[config.mk]
export PLATFORM = sky130hd
export DESIGN_NAME = wb_top
export DESIGN_NICKNAME = d
export VERILOG_FILES = /design/src/verilog/wb_pkg.sv /design/src/verilog/wb_stage_if.sv /design/src/verilog/excp_priority.sv /design/src/verilog/flush_ctrl_fsm.sv /design/src/verilog/stable_counter.sv /design/src/verilog/wb_commit.sv /design/src/verilog/wb_top.sv
export SDC_FILE = /design/constraint.sdc
export NUM_CORES = 1
export LEC_CHECK = 0
export BUFFER_PORTS_ARGS = -buffer_cell sky130_fd_sc_hd__buf_2
export CAP_MARGIN = 20
export CORE_AREA = 4 4 122 124
export CTS_BUF_LIST = sky130_fd_sc_hd__clkbuf_2
export DETAILED_ROUTE_END_ITERATION = 10
export DIE_AREA = 0 0 126 128
export GPL_ROUTABILITY_DRIVEN = 0
export PLACE_DENSITY = 0.71
export SLEW_MARGIN = 15
export SYNTH_ARGS = -nofsm -noshare
export SYNTH_HDL_FRONTEND = slang
export SYNTH_SLANG_ARGS = --single-unit
[constraint.sdc]
create_clock -name clk -period 4.3 [get_ports clk]
set_clock_uncertainty 0.05 [all_clocks]
set_input_delay 0.43 -clock clk [delete_from_list [all_inputs] [get_ports clk]]
set_output_delay 0.43 -clock clk [all_outputs]
set_load 0.01 [all_outputs]
[src/verilog/wb_pkg.sv]
`default_nettype none

package wb_pkg;

    // datapath widths
    localparam int xlen       = 32;
    localparam int reg_addr_w = 5;
    localparam int excp_w     = 16;
    localparam int excp_idx_w = $clog2(excp_w);
    localparam int ecode_w    = 6;
    localparam int esubcode_w = 9;
    // stable counter is two words wide
    localparam int timer_w    = 64;
    // rdtimeh vs rdtimel select bit in the instruction word
    localparam int timer_hi_bit = 10;

    // estat.ecode values
    localparam logic [ecode_w-1:0] ecode_int  = 6'h00;
    localparam logic [ecode_w-1:0] ecode_pil  = 6'h01;
    localparam logic [ecode_w-1:0] ecode_pis  = 6'h02;
    localparam logic [ecode_w-1:0] ecode_pif  = 6'h03;
    localparam logic [ecode_w-1:0] ecode_pme  = 6'h04;
    localparam logic [ecode_w-1:0] ecode_ppi  = 6'h07;
    // adef and adem share one ecode, told apart by esubcode
    localparam logic [ecode_w-1:0] ecode_ade  = 6'h08;
    localparam logic [ecode_w-1:0] ecode_ale  = 6'h09;
    localparam logic [ecode_w-1:0] ecode_sys  = 6'h0B;
    localparam logic [ecode_w-1:0] ecode_brk  = 6'h0C;
    localparam logic [ecode_w-1:0] ecode_ine  = 6'h0D;
    localparam logic [ecode_w-1:0] ecode_ipe  = 6'h0E;
    localparam logic [ecode_w-1:0] ecode_tlbr = 6'h3F;

    localparam logic [esubcode_w-1:0] esubcode_adef = 9'd0;
    localparam logic [esubcode_w-1:0] esubcode_adem = 9'd1;

    // cause bits, first member is bit 15
    // intr is bit 0, named so since int is a keyword
    typedef struct packed {
        logic pil;
        logic pis;
        logic ppi_d;
        logic pme;
        logic tlbr_d;
        logic adem;
        logic ale;
        logic ipe;
        logic ine;
        logic brk;
        logic sys;
        logic ppi_i;
        logic pif;
        logic tlbr_i;
        logic adef;
        logic intr;
    } excp_fields_t;

    // flat view for the priority scan, field view for building the word
    typedef union packed {
        logic [excp_w-1:0] bits;
        excp_fields_t      fields;
    } excp_vec_u;

    typedef enum logic [1:0] {
        idle,
        wait_icache,
        drain
    } ctrl_state_e;

endpackage

`default_nettype wire

[src/verilog/wb_stage_if.sv]
`timescale 1ns/1ps
`default_nettype none

interface wb_stage_if;
    import wb_pkg::*;

    // one memory-stage instruction as seen by writeback
    logic                  valid;
    logic [xlen-1:0]       pc;
    logic [xlen-1:0]       inst;
    logic [xlen-1:0]       result;
    logic [xlen-1:0]       mem_addr;
    logic [reg_addr_w-1:0] wreg_index;
    logic                  wreg_en;
    logic                  inst_valid;
    logic                  timer_inst;
    excp_vec_u             excp;
    logic                  ertn;

    modport src (
        output valid, pc, inst, result, mem_addr, wreg_index, wreg_en,
               inst_valid, timer_inst, excp, ertn
    );

    modport commit (
        input valid, pc, inst, result, mem_addr, wreg_index, wreg_en,
              inst_valid, timer_inst, ertn
    );

    // cause encoder needs only the addresses and the vector
    modport cause (input valid, pc, mem_addr, excp);

    modport ctrl (input valid, excp, ertn);

endinterface

`default_nettype wire

[src/verilog/excp_priority.sv]
`timescale 1ns/1ps
`default_nettype none

module excp_priority (
    wb_stage_if.cause                      stage,
    output logic [wb_pkg::ecode_w-1:0]     ecode,
    output logic [wb_pkg::esubcode_w-1:0]  esubcode,
    output logic [wb_pkg::xlen-1:0]        badv,
    output logic                           badv_valid,
    output logic                           excp_tlb,
    output logic                           excp_tlbrefill
);
    import wb_pkg::*;

    logic                  hit;
    logic [excp_idx_w-1:0] idx;
    logic                  pc_group;
    logic                  addr_group;
    logic                  tlb_group;

    // lowest set index wins
    always_comb begin
        hit = 1'b0;
        idx = '0;
        for (int i = 0; i < excp_w; i++) begin
            if (!hit && stage.excp.bits[i]) begin
                hit = 1'b1;
                idx = excp_idx_w'(i);
            end
        end
    end

    // index to ecode, no hit falls on index 0 which is ecode 0 anyway
    always_comb begin
        case (idx)
            4'd1:    ecode = ecode_ade;
            4'd2:    ecode = ecode_tlbr;
            4'd3:    ecode = ecode_pif;
            4'd4:    ecode = ecode_ppi;
            4'd5:    ecode = ecode_sys;
            4'd6:    ecode = ecode_brk;
            4'd7:    ecode = ecode_ine;
            4'd8:    ecode = ecode_ipe;
            4'd9:    ecode = ecode_ale;
            4'd10:   ecode = ecode_ade;
            4'd11:   ecode = ecode_tlbr;
            4'd12:   ecode = ecode_pme;
            4'd13:   ecode = ecode_ppi;
            4'd14:   ecode = ecode_pis;
            4'd15:   ecode = ecode_pil;
            default: ecode = ecode_int;
        endcase
    end

    // adem is the only cause with a nonzero subcode
    assign esubcode = (hit && idx == 4'd10) ? esubcode_adem : esubcode_adef;

    // fetch side faults report pc
    assign pc_group   = hit && (idx >= 4'd1) && (idx <= 4'd4);
    // ale, adem and data tlb faults report the access address
    assign addr_group = hit && (idx >= 4'd9);
    // inst tlb 2..4, data tlb 11..15
    assign tlb_group  = hit && (((idx >= 4'd2) && (idx <= 4'd4)) || (idx >= 4'd11));

    assign badv = pc_group ? stage.pc : (addr_group ? stage.mem_addr : '0);

    assign badv_valid     = stage.valid & (pc_group | addr_group);
    assign excp_tlb       = stage.valid & tlb_group;
    // refill only for the two tlbr causes
    assign excp_tlbrefill = stage.valid & hit & ((idx == 4'd2) | (idx == 4'd11));

endmodule

`default_nettype wire

[src/verilog/flush_ctrl_fsm.sv]
`timescale 1ns/1ps
`default_nettype none

module flush_ctrl_fsm (
    input  logic     clk,
    input  logic     arst_n,
    wb_stage_if.ctrl stage,
    input  logic     icache_busy,
    input  logic     right_ready,
    output logic     left_ready,
    output logic     stall,
    output logic     squash,
    output logic     flush_now,
    output logic     ertn_now
);
    import wb_pkg::*;

    ctrl_state_e state;
    ctrl_state_e next_state;
    logic        in_drain;
    logic        has_cause;
    logic        has_ertn;
    logic        need_flush;

    assign in_drain   = (state == drain);
    assign has_cause  = stage.valid & (|stage.excp.bits);
    assign has_ertn   = stage.valid & stage.ertn;
    // wrong-path item in drain never flushes
    assign need_flush = (has_cause | has_ertn) & ~in_drain;

    // hold a flushing item until icache is idle
    assign stall      = need_flush & icache_busy;
    // drained item and held item both stay out of the register file
    assign squash     = in_drain | stall;

    // cause beats ertn when both are present
    assign flush_now  = has_cause & ~in_drain & ~icache_busy;
    assign ertn_now   = has_ertn & ~has_cause & ~in_drain & ~icache_busy;

    assign left_ready = stall ? 1'b0 : right_ready;

    always_comb begin
        case (state)
            idle, wait_icache: begin
                if (stall) begin
                    next_state = wait_icache;
                end else if (need_flush) begin
                    next_state = drain;
                end else begin
                    next_state = idle;
                end
            end
            // one cycle only, the wrong-path slot
            drain:   next_state = idle;
            default: next_state = idle;
        endcase
    end

    always_ff @(posedge clk or negedge arst_n) begin
        if (!arst_n) begin
            state <= idle;
        end else begin
            state <= next_state;
        end
    end

endmodule

`default_nettype wire

[src/verilog/stable_counter.sv]
`timescale 1ns/1ps
`default_nettype none

module stable_counter (
    input  logic                    clk,
    input  logic                    arst_n,
    input  logic                    timer_hi,
    output logic [wb_pkg::xlen-1:0] timer_value
);
    import wb_pkg::*;

    logic [timer_w-1:0] count;

    // free running, first increment on the edge after reset release
    always_ff @(posedge clk or negedge arst_n) begin
        if (!arst_n) begin
            count <= '0;
        end else begin
            count <= count + 1'b1;
        end
    end

    // rdtimeh reads upper word, rdtimel lower
    assign timer_value = timer_hi ? count[timer_w-1:xlen] : count[xlen-1:0];

endmodule

`default_nettype wire

[src/verilog/wb_commit.sv]
`timescale 1ns/1ps
`default_nettype none

module wb_commit (
    wb_stage_if.commit                     stage,
    input  logic                           squash,
    input  logic                           flush_now,
    input  logic                           ertn_now,
    input  logic                           right_ready,
    input  logic [wb_pkg::xlen-1:0]        timer_value,
    output logic                           timer_hi,
    output logic                           right_valid,
    output logic                           commit_valid,
    output logic                           rf_we,
    output logic [wb_pkg::reg_addr_w-1:0]  rf_waddr,
    output logic [wb_pkg::xlen-1:0]        rf_wdata,
    output logic                           bypass_we,
    output logic [wb_pkg::reg_addr_w-1:0]  bypass_waddr,
    output logic [wb_pkg::xlen-1:0]        bypass_wdata,
    output logic                           excp_flush,
    output logic                           ertn_flush,
    output logic [wb_pkg::xlen-1:0]        excp_era
);
    import wb_pkg::*;

    logic            live;
    logic            retire;
    logic [xlen-1:0] wdata;

    // present, not drained, not held for icache
    assign live   = stage.valid & ~squash;
    // a faulting instruction never retires
    assign retire = live & stage.inst_valid & ~flush_now;

    // timer reads pick a counter half by inst bit
    assign timer_hi = stage.inst[timer_hi_bit];
    assign wdata    = stage.timer_inst ? timer_value : stage.result;

    assign right_valid  = live;
    // counted once, on the consuming cycle
    assign commit_valid = retire & right_ready;

    // regfile written at presentation, repeat under back-pressure is harmless
    assign rf_we    = retire & stage.wreg_en;
    assign rf_waddr = stage.wreg_index;
    assign rf_wdata = wdata;

    // bypass is not gated by the flush
    assign bypass_we    = live & stage.wreg_en;
    assign bypass_waddr = stage.wreg_index;
    assign bypass_wdata = wdata;

    assign excp_flush = flush_now;
    assign ertn_flush = ertn_now;
    // era is the faulting pc
    assign excp_era   = stage.pc;

endmodule

`default_nettype wire

[src/verilog/wb_top.sv]
`timescale 1ns/1ps
`default_nettype none

module wb_top (
    input  logic                           clk,
    input  logic                           arst_n,
    input  logic                           icache_busy,
    input  logic                           left_valid,
    input  logic                           right_ready,
    input  logic [wb_pkg::xlen-1:0]        pc,
    input  logic [wb_pkg::xlen-1:0]        inst,
    input  logic [wb_pkg::xlen-1:0]        mem_result,
    input  logic [wb_pkg::xlen-1:0]        mem_addr,
    input  logic [wb_pkg::reg_addr_w-1:0]  wreg_index,
    input  logic                           wreg_en,
    input  logic                           inst_valid,
    input  logic                           timer_inst,
    input  wb_pkg::excp_vec_u              excp,
    input  logic                           ertn,
    output logic                           left_ready,
    output logic                           right_valid,
    output logic                           commit_valid,
    output logic                           rf_we,
    output logic [wb_pkg::reg_addr_w-1:0]  rf_waddr,
    output logic [wb_pkg::xlen-1:0]        rf_wdata,
    output logic                           bypass_we,
    output logic [wb_pkg::reg_addr_w-1:0]  bypass_waddr,
    output logic [wb_pkg::xlen-1:0]        bypass_wdata,
    output logic                           excp_flush,
    output logic                           ertn_flush,
    output logic                           stall,
    output logic [wb_pkg::xlen-1:0]        excp_era,
    output logic [wb_pkg::ecode_w-1:0]     ecode,
    output logic [wb_pkg::esubcode_w-1:0]  esubcode,
    output logic [wb_pkg::xlen-1:0]        badv,
    output logic                           badv_valid,
    output logic                           excp_tlb,
    output logic                           excp_tlbrefill
);

    logic                    squash;
    logic                    flush_now;
    logic                    ertn_now;
    logic                    timer_hi;
    logic [wb_pkg::xlen-1:0] timer_value;

    wb_stage_if u_stage ();

    // memory stage word straight into the interface
    assign u_stage.valid      = left_valid;
    assign u_stage.pc         = pc;
    assign u_stage.inst       = inst;
    assign u_stage.result     = mem_result;
    assign u_stage.mem_addr   = mem_addr;
    assign u_stage.wreg_index = wreg_index;
    assign u_stage.wreg_en    = wreg_en;
    assign u_stage.inst_valid = inst_valid;
    assign u_stage.timer_inst = timer_inst;
    assign u_stage.excp       = excp;
    assign u_stage.ertn       = ertn;

    flush_ctrl_fsm u_flush_ctrl (
        .clk         (clk),
        .arst_n      (arst_n),
        .stage       (u_stage),
        .icache_busy (icache_busy),
        .right_ready (right_ready),
        .left_ready  (left_ready),
        .stall       (stall),
        .squash      (squash),
        .flush_now   (flush_now),
        .ertn_now    (ertn_now)
    );

    excp_priority u_excp_priority (
        .stage          (u_stage),
        .ecode          (ecode),
        .esubcode       (esubcode),
        .badv           (badv),
        .badv_valid     (badv_valid),
        .excp_tlb       (excp_tlb),
        .excp_tlbrefill (excp_tlbrefill)
    );

    stable_counter u_stable_counter (
        .clk         (clk),
        .arst_n      (arst_n),
        .timer_hi    (timer_hi),
        .timer_value (timer_value)
    );

    wb_commit u_commit (
        .stage        (u_stage),
        .squash       (squash),
        .flush_now    (flush_now),
        .ertn_now     (ertn_now),
        .right_ready  (right_ready),
        .timer_value  (timer_value),
        .timer_hi     (timer_hi),
        .right_valid  (right_valid),
        .commit_valid (commit_valid),
        .rf_we        (rf_we),
        .rf_waddr     (rf_waddr),
        .rf_wdata     (rf_wdata),
        .bypass_we    (bypass_we),
        .bypass_waddr (bypass_waddr),
        .bypass_wdata (bypass_wdata),
        .excp_flush   (excp_flush),
        .ertn_flush   (ertn_flush),
        .excp_era     (excp_era)
    );

endmodule

`default_nettype wire

==> results.sh <==
export IMPL_cp_max_fo=30
export IMPL_synth_cells=590
export IMPL_clk_root_buffer_cell="clkbuf_2"
export IMPL_avgSynthCellArea_um2=8.64
export IMPL_wl_per_cell_um=16.4
export IMPL_tns_ps=0
export IMPL_period_minus_slack_ps=3940
export IMPL_hold_path_class="primary input to flip-flop"
export IMPL_final_util_pct=45.0
export IMPL_period_share_pct=91.7
export IMPL_syn_area_mm2=0.00510
export IMPL_fmax_ghz=0.253
export IMPL_cts_num_sinks=66
export IMPL_initial_utilization_pct=37.0
export IMPL_slew_violations=0
export IMPL_cp_start_kind="primary input"
export IMPL_ioPinCount=322
export IMPL_final_area_mm2=0.00619
export IMPL_critPathKind="primary input to output port"
export IMPL_area_growth_pct=21.5
export IMPL_htree_num_levels=3
export IMPL_finalSetupViolations=0
export IMPL_drive_above_1_share_pct=38.4
export IMPL_postPlaceCellArea_mm2=0.00604
export IMPL_clockBufferDepth=2
export IMPL_coreArea_mm2=0.0138
export IMPL_max_slew_margin_rel_pct=31.6
export IMPL_drc=0
export IMPL_fp_dieArea_mm2=0.0161
export IMPL_yosysSeqAreaShare_pct=32.4
export IMPL_yosysUniqueCellTypes=50
export IMPL_hold_worst_slack_ps=39.4
export IMPL_drv_cap=0
export IMPL_drt_wl_total_um=15900
export IMPL_core_rowCount=43
export IMPL_power_density_mw_per_mm2=227
export IMPL_die_x_um=126
export IMPL_final_cells=970
export IMPL_ys_warn_count=0
export IMPL_p_leak_nw=3.24
export IMPL_clkLatencyLatePin_ps=530
export IMPL_viasPerCell=5.04
export IMPL_grt_max_degree=41
export IMPL_hpwl_um=13200
export IMPL_post_cts_buffers=0
export IMPL_antenna_found_initial=3
export IMPL_status="complete, no violations"
export IMPL_worst_pin_slew_ps=1030
export IMPL_cts_buffers=9
export IMPL_cp_arrival_ps=3460
export IMPL_finalNetCount=948
export IMPL_die_y_um=128
export IMPL_dr_pass1_iters=4
export IMPL_rsz0062_at_grt="false"
export IMPL_irDropWorstVdd_v=0.000210
export IMPL_dr_total_vias=4884
export IMPL_endpoint_kind="output port"
export IMPL_first_global_vias=4397
export IMPL_synth_seq_cells=66
export IMPL_cts_tree="done"
export IMPL_overflow=0
export IMPL_hold_viol=0
export IMPL_ant_nets=0
export IMPL_first_iter_violations=196
export IMPL_portBuffers=267
export IMPL_cts_resized_gates=0
export IMPL_grt_usage_pct=18.2
export IMPL_dp_cells=952
export IMPL_grt_pass1_wl_um=23500
export IMPL_clkTransAtPathRegs_ps=180
export IMPL_worstPathRequired_ps=3820
layout by cell type, fill, tap and decap left out, types with 2 or more instances in the layout:
cell	count
dfrtp_1	66
a22o_1	33
nor3_2	2
xnor2_1	34
clkinv_1	2
nor2_1	69
nand4_1	21
ha_1	6
a21oi_1	38
and3_1	3
o21ai_0	6
o211ai_1	3
o31ai_4	2
nor3b_1	2
nor3_1	17
mux2i_1	32
nor4_2	2
clkbuf_2	9
buf_4	9
bufinv_16	2
buf_2	267
conb_1	8
nand2_1	35
or2_2	3
nand3_1	23
nor4_1	12
nor2b_1	3
or4_1	4
a31oi_1	2
and2_1	5
inv_1	19
xor2_1	28
where the power goes:
part	internal, W	leakage, nW	switching, W	total (W)
Sequential	0.000623	0.907	0.000000506	0.000623
Combinational	0.000153	2.26	0.000202	0.000354
Clock	0.000191	0.0776	0.000236	0.000427
Total	0.000966	3.24	0.000438	0.00140
Yosys cell counts, drive strengths merged:
cell type	count	share of area, %
nand2	35	2.6
and3	3	0.37
conb	1	0.074
o211ai	3	0.44
buf	94	14
inv	19	1.4
nor4	15	2.4
nand3	23	2.3
nand3b	1	0.15
nor2	69	5.1
nor2b	3	0.37
nand2b	1	0.12
ha	6	1.5
o31ai	4	1.1
xnor2	34	5.8
dfrtp	66	32
nand4	21	2.6
nor3b	2	0.29
o2111ai	1	0.17
o311ai	1	0.17
or3	2	0.34
a21oi	38	3.7
o221ai	1	0.17
nor4b	1	0.17
clkbuf	7	0.52
nor3	19	2.1
a211oi	1	0.15
and2	5	0.61
mux2i	32	6.3
o21ai	7	0.69
or3b	1	0.17
or4	4	0.59
a22o	33	5.7
or2	3	0.37
a31oi	2	0.25
nand4b	1	0.17
o21bai	1	0.15
and4	1	0.17
xor2	28	4.8
a21boi	1	0.15
what timing repair did:
action	CTS	global route
hold endpoints to repair	39	0
setup endpoints to repair	0	0
hold buffers	1	0
state kept, by name (all words and copies together), names as in the netlist:
signal,count
u_stable_counter.count,64
u_flush_ctrl.state,2
per-layer routing:
| metal | part of all wire (%) | global-route usage (%) | wire, µm | vias to the layer above |
|---|---|---|---|---|
| met1 | 41 | 23.4 | 6460 | 2272 |
| met4 | 1.8 | 5.11 | 287 | 0 |
| met3 | 8.0 | 3.13 | 1270 | 21 |
| met5 | 0 | 0 | 0 | - |
| li1 | - | - | - | 2370 |
| met2 | 50 | 31.7 | 7860 | 221 |
final cells by class:
class | count | area (µm²)
Antenna cell | 1 | 2.50
Clock buffer | 9 | 45.0
Clock inverter | 7 | 92.6
Fill cell | 1370 | 7580
Inverter | 19 | 71.3
Multi-Input combinational cell | 411 | 2690
Sequential cell | 66 | 1650
Tap cell | 180 | 225
Timing Repair Buffer | 277 | 1410
path summary, 6_finish.rpt:
path | end | slack [ps] | cells after the start | from
setup / recovery | badv[13] | 360 | 12 | excp[1]
hold / removal | u_flush_ctrl.state[1]$_DFF_PN0_ | 40 | 2 | icache_busy
setup reg to reg | u_stable_counter.count[26]$_DFF_PN0_ | 1670 | 5 | u_stable_counter.count[10]$_DFF_PN0_
hold reg to reg | u_flush_ctrl.state[1]$_DFF_PN0_ | 420 | 1 | u_flush_ctrl.state[1]$_DFF_PN0_
min in group asynchronous | u_stable_counter.count[12]$_DFF_PN0_ | 460 | 2 | arst_n
max in group asynchronous | u_stable_counter.count[24]$_DFF_PN0_ | 2820 | 3 | arst_n
worst max-delay path, stage by stage:
cell	delay [ps]
buf_2	120
or4_1	550
or3_4	380
o31ai_2	410
inv_1	140
ha_1	230
nand2b_1	190
o21ai_0	160
nand2_1	120
buf_4	250
a22o_1	310
buf_2	160
logic make-up (layout without fill, tap and decap cells):
family                     Yosys count  after routing  share of synthesized area, %
muxes                               32             32                          6.28
xor gates and xnor gates            62             62                          10.7
other                                1              9                        0.0736
adders and majority gates            6              6                          1.47
DFF                                 66             66                          32.4
AOI/OAI and AO/OA                   93             93                          12.8
and+or+nand+nor                    210            210                          20.8
buffers and inverters              120            312                          15.5
per-stage QoR:
step / total power, W / setup WS [ps]
after detailed placement: 0.000991 / 409
after floorplan: 0.000867 / 872
after global routing: 0.00148 / 176
after CTS: 0.00142 / 398
final: 0.00140 / 355
after global placement: 0.000989 / 407
(Power assumes the default switching activity.)
